--- src/axi_slow_pkg.sv ---
`default_nettype none

package axi_slow_pkg;

    localparam int ID_W      = 4;
    localparam int ADDR_W    = 8;   // word address, one word per beat.
    localparam int DATA_W    = 32;
    localparam int LEN_W     = 8;   // holds the beat count minus one.
    localparam int CNT_W     = 9;   // wide enough to reach 256 beats.
    localparam int MEM_WORDS = 256;

    typedef logic [ID_W-1:0]   axi_id_t;
    typedef logic [ADDR_W-1:0] axi_addr_t;
    typedef logic [DATA_W-1:0] axi_data_t;
    typedef logic [LEN_W-1:0]  axi_len_t;
    typedef logic [CNT_W-1:0]  beat_cnt_t;

    // only the okay response exists in this design.
    typedef enum logic [1:0] {
        RESP_OKAY = 2'b00
    } resp_t;

    typedef struct packed {
        axi_id_t   id;
        axi_addr_t addr;
        axi_len_t  len;
    } aw_req_t;

    typedef struct packed {
        axi_id_t   id;
        axi_addr_t addr;
        axi_len_t  len;
    } ar_req_t;

    typedef struct packed {
        axi_data_t data;
        logic      last;
    } w_beat_t;

    typedef struct packed {
        axi_id_t id;
        resp_t   resp;
    } b_resp_t;

    typedef struct packed {
        axi_id_t   id;
        axi_data_t data;
        resp_t     resp;
        logic      last;
    } r_beat_t;

    // state of one address channel throttle.
    typedef enum logic {
        GATE_OPEN = 1'b0,
        GATE_WAIT = 1'b1
    } gate_state_t;

endpackage

`default_nettype wire

--- src/burst_beat_counter.sv ---
`timescale 1ns/1ps
`default_nettype none

module burst_beat_counter
    import axi_slow_pkg::*;
(
    input  logic     clk,
    input  logic     rstn,
    input  logic     load,
    input  axi_len_t load_len,
    input  logic     beat,
    output logic     burst_done
);

    beat_cnt_t total_q;
    beat_cnt_t count_q;
    beat_cnt_t total;
    beat_cnt_t count_next;

    // a burst that is accepted in this cycle is compared right away.
    assign total = load ? beat_cnt_t'(load_len) + beat_cnt_t'(1) : total_q;

    assign count_next = count_q + beat_cnt_t'(beat);

    assign burst_done = (count_next == total);

    always_ff @(posedge clk) begin
        if (!rstn) begin
            total_q <= '0;
            count_q <= '0;
        end else begin
            if (load) begin
                total_q <= total;
            end
            if (burst_done) begin
                count_q <= '0;  // the next burst starts from zero.
            end else begin
                count_q <= count_next;
            end
        end
    end

endmodule

`default_nettype wire

--- src/addr_gate_fsm.sv ---
`timescale 1ns/1ps
`default_nettype none

module addr_gate_fsm
    import axi_slow_pkg::*;
(
    input  logic clk,
    input  logic rstn,
    input  logic up_valid,
    input  logic down_ready,
    input  logic burst_done,
    output logic down_valid,
    output logic up_ready,
    output logic accepted
);

    gate_state_t state;
    gate_state_t state_next;
    logic        gate_open;

    assign gate_open = (state == GATE_OPEN);

    // both directions are masked so neither side sees a handshake while waiting.
    assign down_valid = gate_open & up_valid;
    assign up_ready   = gate_open & down_ready;
    assign accepted   = up_valid & up_ready;

    always_comb begin
        state_next = state;
        case (state)
            GATE_OPEN: begin
                if (accepted) begin
                    state_next = GATE_WAIT;
                end
            end
            GATE_WAIT: begin
                if (burst_done) begin
                    state_next = GATE_OPEN;  // last beat of the burst was transferred.
                end
            end
            default: begin
                state_next = GATE_OPEN;
            end
        endcase
    end

    always_ff @(posedge clk) begin
        if (!rstn) begin
            state <= GATE_OPEN;
        end else begin
            state <= state_next;
        end
    end

endmodule

`default_nettype wire

--- src/axi_address_slowing.sv ---
`timescale 1ns/1ps
`default_nettype none

module axi_address_slowing
    import axi_slow_pkg::*;
(
    input  logic    clk,
    input  logic    rstn,
    input  aw_req_t aw,
    input  logic    aw_valid,
    output logic    aw_ready,
    input  w_beat_t w,
    input  logic    w_valid,
    output logic    w_ready,
    output b_resp_t b,
    output logic    b_valid,
    input  logic    b_ready,
    input  ar_req_t ar,
    input  logic    ar_valid,
    output logic    ar_ready,
    output r_beat_t r,
    output logic    r_valid,
    input  logic    r_ready,
    output aw_req_t m_aw,
    output logic    m_aw_valid,
    input  logic    m_aw_ready,
    output w_beat_t m_w,
    output logic    m_w_valid,
    input  logic    m_w_ready,
    input  b_resp_t m_b,
    input  logic    m_b_valid,
    output logic    m_b_ready,
    output ar_req_t m_ar,
    output logic    m_ar_valid,
    input  logic    m_ar_ready,
    input  r_beat_t m_r,
    input  logic    m_r_valid,
    output logic    m_r_ready
);

    logic aw_accepted;
    logic ar_accepted;
    logic w_done;
    logic r_done;
    logic w_beat;
    logic r_beat;

    assign m_aw = aw;
    assign m_ar = ar;

    assign m_w       = w;
    assign m_w_valid = w_valid;
    assign w_ready   = m_w_ready;

    assign b         = m_b;
    assign b_valid   = m_b_valid;
    assign m_b_ready = b_ready;

    assign r         = m_r;
    assign r_valid   = m_r_valid;
    assign m_r_ready = r_ready;

    assign w_beat = w_valid & w_ready;
    assign r_beat = r_valid & r_ready;

    addr_gate_fsm u_aw_gate (
        .clk        (clk),
        .rstn       (rstn),
        .up_valid   (aw_valid),
        .down_ready (m_aw_ready),
        .burst_done (w_done),
        .down_valid (m_aw_valid),
        .up_ready   (aw_ready),
        .accepted   (aw_accepted)
    );

    burst_beat_counter u_w_counter (
        .clk        (clk),
        .rstn       (rstn),
        .load       (aw_accepted),
        .load_len   (aw.len),
        .beat       (w_beat),
        .burst_done (w_done)
    );

    addr_gate_fsm u_ar_gate (
        .clk        (clk),
        .rstn       (rstn),
        .up_valid   (ar_valid),
        .down_ready (m_ar_ready),
        .burst_done (r_done),
        .down_valid (m_ar_valid),
        .up_ready   (ar_ready),
        .accepted   (ar_accepted)
    );

    burst_beat_counter u_r_counter (
        .clk        (clk),
        .rstn       (rstn),
        .load       (ar_accepted),
        .load_len   (ar.len),
        .beat       (r_beat),
        .burst_done (r_done)
    );

endmodule

`default_nettype wire

--- config.mk ---
export PLATFORM = sky130hd
export DESIGN_NAME = axi_address_slowing
export DESIGN_NICKNAME = d
export VERILOG_FILES = /design/src/axi_slow_pkg.sv /design/src/burst_beat_counter.sv /design/src/addr_gate_fsm.sv /design/src/axi_address_slowing.sv
export SDC_FILE = /design/constraint.sdc
export NUM_CORES = 1
export LEC_CHECK = 0
export BUFFER_PORTS_ARGS = -buffer_cell sky130_fd_sc_hd__buf_2
export CAP_MARGIN = 10
export CORE_AREA = 2 2 101 103
export CTS_CLUSTER_DIAMETER = 30
export DETAILED_ROUTE_END_ITERATION = 10
export DIE_AREA = 0 0 103 105
export PLACE_DENSITY = 0.66
export SETUP_SLACK_MARGIN = 0.05
export SYNTH_ARGS = -nofsm -noshare
export SYNTH_HDL_FRONTEND = slang
export SYNTH_SLANG_ARGS = --single-unit
--- constraint.sdc ---
create_clock -name clk -period 3 [get_ports clk]
set_input_delay 0.45 -clock clk [delete_from_list [all_inputs] [get_ports clk]]
set_output_delay 0.45 -clock clk [all_outputs]
set_load 0.02 [all_outputs]
Word-level counts from Yosys, hierarchy flattened

Cells that the tools add are included.

Output and inout bits: 128
Logic and storage cells: 33
Register bits: 38
Input port bits: 130

Bitwise gates (word level): 11
Eq/ne operators: 2
Reduce and logical (&&, ||, !) cells: 2
Add/subtract/negate cells: 4
Muxes and demuxes: 8

Operators by type and width:

| cell                                        | number |
|---|---|
| adder 8 x 1 -> 9 bit, second input constant | 2 |
| adder 9 x 1 -> 9 bit                        | 2 |
| == test 9 bit                               | 2 |
| 2-to-1 mux 9 bit                            | 2 |
| AND 1 bit                                   | 8 |
| 2-to-1 mux 1 bit                            | 4 |
| case mux 1 bit (2 select lines)             | 2 |
| OR reduction 2 bit                          | 2 |
| inverter 1 bit                              | 3 |

Logic depth before layout (Yosys ltp)

Depth in word-level cells: 7
Depth in mapped cells: 10
Depth with buffers taken out: 9

By module

Synthesis repeated with hierarchy kept, for this count alone.

Cell total of the unflattened synthesis: 356
Area total of the unflattened synthesis: 3002.9 um2

By module, submodules not included:

| module              | area an instance (um2) | times used | cells each |
|---|---|---|---|
| burst_beat_counter  | 970.9                  | 2          | 109 |
| axi_address_slowing | 943.4                  | 1          | 126 |
| addr_gate_fsm       | 58.8                   | 2          | 6 |

Worst setup path after synthesis

No wires, ideal clock.

Path kind: input to register
Start: input port w_valid
End: register u_w_counter.count_q[0]
Library setup time: 0.116 ns
Required time: 2.884 ns
Slack: 0.439 ns
Buffers on the path: 1
Stages: 10
Data arrival time: 2.446 ns
Cell sequence: and2_1 > ha_1 > ha_1 > nand3_1 > xor2_1 > o211ai_1 > a22o_1 > or4b_1 > buf_4 > and3_1

Longest elaborated chain between the ends: 4

RTL lines:

| item                         | RTL line                  | source |
|---|---|---|
| start, declared              | axi_address_slowing.sv:13 | `input logic w_valid,` |
| AND 1 bit *                  | axi_address_slowing.sv:63 | `assign w_beat = w_valid & w_ready;` |
| adder 9 x 1 -> 9 bit *       | burst_beat_counter.sv:23  | `assign count_next = count_q + beat_cnt_t'(beat);` |
| == test 9 bit                | burst_beat_counter.sv:25  | `assign burst_done = (count_next == total);` |
| OR reduction 2 bit (no line) | -                         |  |
| end signal, assigned         | burst_beat_counter.sv:38  | `count_q <= count_next;` |
| end, declared                | burst_beat_counter.sv:16  | `beat_cnt_t count_q;` |

Mark *: on every way between the ends. The rest lies on a longest branch, timed or not.
A chain may end at the register's enable or synchronous reset.

Worst setup path after layout

Start: input port w_valid
End: register u_w_counter.count_q[3]

Same word-level chain as after synthesis.

==> flow_metrics.py <==
metrics = {
    "final_layout": {
        "final_common_cell": "buf_2",
        "area_delta_synth_final_pct": -14.3,
        "drive_gt1_share_pct": 23.7,
        "fillCellCount": 1053,
        "layout_common_cells": "buf_2 (49), dfxtp_1 (38), nand3_1 (20)",
        "fin_cells": 438,
        "seqCellArea_sq_um": 761,
        "nets": 441,
        "multiInputGateArea_sq_um": 1410,
    },
    "logic_synthesis": {
        "synth-edff-count": 0,
        "synth.area.top_cells": "buf_4 (30%), dfxtp_1 (24%), xnor2_1 (3.6%), xor2_1 (3.3%), ha_1 (3.2%)",
        "synth-main-ff-cell": "dfxtp_1",
        "synth_top_area_cell": "buf_4",
        "netlist_area_sq_um": 3170,
        "synth-seq-cells": 38,
        "synth_cell_types": 48,
        "ys.warnings.count": 0,
        "synthArstFlopShare_pct": 0,
        "synth_top_area_share_pct": 29.6,
        "postSynthCellCount": 377,
        "ys_seq_area_share_pct": 24.0,
        "synth_nets": 515,
        "syn_area_per_cell_sq_um": 8.42,
    },
    "routing": {
        "routed_wl_mm": 5.99,
        "vias": 2184,
        "avgViaCountPerCell": 4.99,
        "drtPass1Iterations": 4,
        "wl_per_cell_um": 13.7,
        "postRouteAntennaNets": 0,
        "drc": 0,
        "drtIter0Drc": 113,
    },
    "floorplanning": {
        "core_area_sq_um": 9640,
        "die_x_um": 103,
        "die_area_sq_um": 10800,
        "start_util_pct": 32.9,
        "placementRows": 36,
        "die_h_um": 105,
        "io_pins": 258,
    },
    "sta": {
        "tightest_slew_ns": 0.815,
        "rsz0062_at_grt": "no",
        "drv_slew": 0,
        "period_share_pct": 85.7,
        "setup_violations": 0,
        "setup_tns_ns": 0,
        "timing.fmax_mhz": 389,
        "whs_ns": 0.486,
        "finalHoldViolCount": 0,
        "skew_ns": 0.00450,
        "fin_crit_ns": 2.57,
        "relSlewSlack_pct": 45.6,
        "finalWorstSetupSlack_ns": 0.430,
    },
    "global_route": {
        "grt_overflow": 0,
        "track_usage_pct": 10.9,
        "grt_pass1_wl_mm": 9.46,
        "grt_max_degree": 22,
        "grt_antenna_before_repair": 1,
        "grt_pass1_vias": 2071,
    },
    "power_and_ir_drop": {
        "powerDensity_nw_per_um2": 429,
        "total_power_w": 0.00117,
        "max-vdd-ir-drop_v": 0.000141,
        "leakage_nw": 1.12,
    },
    "place": {
        "dp_cells": 429,
        "portBuffers": 49,
        "post-place-ws_ns": 0.133,
        "hpwlAfterDp_mm": 4.55,
        "routabilityCongestion": 0.761,
    },
    "worst_setup_path": {
        "end_kind": "flop",
        "critical_path_required_ns": 3.15,
        "cp-start-kind": "input pin",
        "r2r_start": "u_w_counter.count_q[0]$_SDFF_PP0_",
        "rrSetupSlack_ns": 0.52,
        "r2r_end": "u_w_counter.count_q[3]$_SDFF_PP0_",
        "worstPathMaxFanout": 8,
        "worstSetupStartpoint": "w_valid",
        "arrival_ns": 2.72,
        "crit_type": "in2reg",
        "endpoint": "u_w_counter.count_q[3]$_SDFF_PP0_",
        "ff2ff_path_depth": 8,
    },
    "clock_tree": {
        "hold_buffers": 0,
        "cts.sinks": 38,
        "cts_root_buffer": "clkbuf_8",
        "numCtsBuffers": 5,
        "htree_num_levels": 2,
        "clock_latency_ns": 0.29,
        "cts_resized": 0,
        "cts_tree": "done",
        "post_cts_buffers": 0,
        "path_clk_slew_ns": 0.08,
        "ctsLongestPathBuffers": 2,
    },
    "outcome": {
        "status": "finished, final reports clean",
    },
    "job": {
        "max-cap-violations": 0,
    },
    "min_path": {
        "hold_path_class": "reg2reg",
    },
}
-- report_power, final --
part | switching (W) | internal [W]
Clock | 0.000188 | 0.000185
Sequential | 0.0000107 | 0.000525
Combinational | 0.000156 | 0.000103
Total | 0.000354 | 0.000812
-- critical path, cell delays in order --
cell,delay (ns)
buf_2,0.10
and2_1,0.17
ha_1,0.18
ha_1,0.23
nand3_1,0.11
xor2_1,0.29
o211ai_1,0.14
a22o_1,0.22
or4b_1,0.62
nor3b_2,0.20
-- flip-flops by register name, indices dropped and copies added (netlist names) --
register,count
u_w_counter.total_q,9
u_r_counter.total_q,9
u_aw_gate.state,1
u_ar_gate.state,1
u_w_counter.count_q,9
u_r_counter.count_q,9
-- through the flow --
| stage | util, % | cell area (sq um) |
|---|---|---|
| 2_1_floorplan | - | 3170 |
| 3_3_place_gp | 27.2 | 2620 |
| 3_5_place_dp | 27.2 | 2620 |
| 4_1_cts | 28.2 | 2720 |
| 5_1_grt | 28.2 | 2720 |
| 6_report | 28.2 | 2720 |
-- kinds of logic after synthesis --
logic type / count (synthesis) / share of synthesized area, %
xor+xnor: 25 / 6.90
fa+ha+maj: 8 / 3.15
simple gates: 105 / 19.5
flops: 38 / 24.0
buf+inv: 139 / 31.7
mux: 6 / 2.01
compound gates: 56 / 12.7
-- how the worst min path moves through the flow --
stage | cells past startpoint | endpoint | start | slack (ns)
after global routing | 2 | u_r_counter.total_q[6]$_SDFFE_PN0N_ | u_r_counter.total_q[6]$_SDFFE_PN0N_ | 0.52
final | 2 | u_r_counter.total_q[6]$_SDFFE_PN0N_ | u_r_counter.total_q[6]$_SDFFE_PN0N_ | 0.49
after global placement | 2 | u_r_counter.total_q[0]$_SDFFE_PN0N_ | u_r_counter.total_q[0]$_SDFFE_PN0N_ | 0.47
after CTS | 2 | u_r_counter.total_q[6]$_SDFFE_PN0N_ | u_r_counter.total_q[6]$_SDFFE_PN0N_ | 0.49
after floorplan | 2 | u_r_counter.total_q[0]$_SDFFE_PN0N_ | u_r_counter.total_q[0]$_SDFFE_PN0N_ | 0.45
after detailed placement | 2 | u_r_counter.total_q[6]$_SDFFE_PN0N_ | u_r_counter.total_q[6]$_SDFFE_PN0N_ | 0.48
-- final cells by class --
cell class	instances	share of cell area (%)
inverter	6	0.828
multi-input combinational	200	51.7
timing repair buffer	52	9.84
clock inverter	2	0.460
sequential	38	28.0
tap	133	6.12
clock buffer	6	3.04
antenna	1	0.0920
-- Yosys cell counts, drive strengths merged, types with 2 or more instances --
cell	instances
inv	6
mux2i	6
nand3	20
nand2b	4
or4	3
nand4	5
o211ai	7
a2111oi	2
nor3b	2
o211a	4
a21oi	10
o21a	2
nor2b	4
xnor2	13
xor2	12
nor3	7
and4b	2
and2	7
and3	6
a31oi	6
a211o	3
clkbuf	5
a211oi	9
and3b	2
nand2	17
nor2	16
nand3b	2
or3	4
o21ai	7
buf	128
ha	8
a311o	2
dfxtp	38
nor4	3
o2111ai	2
-- metal layers --
metal / global-route usage [%] / share of wire (%) / up-vias
met3: 3.08 / 7.2 / 52
met2: 16.1 / 46 / 83
li1: - / - / 1043
met1: 12.3 / 41 / 1006
met4: 10.3 / 5.6 / 0
met5: 0 / 0 / -
No activity file was read; power rests on OpenSTA's default activity.
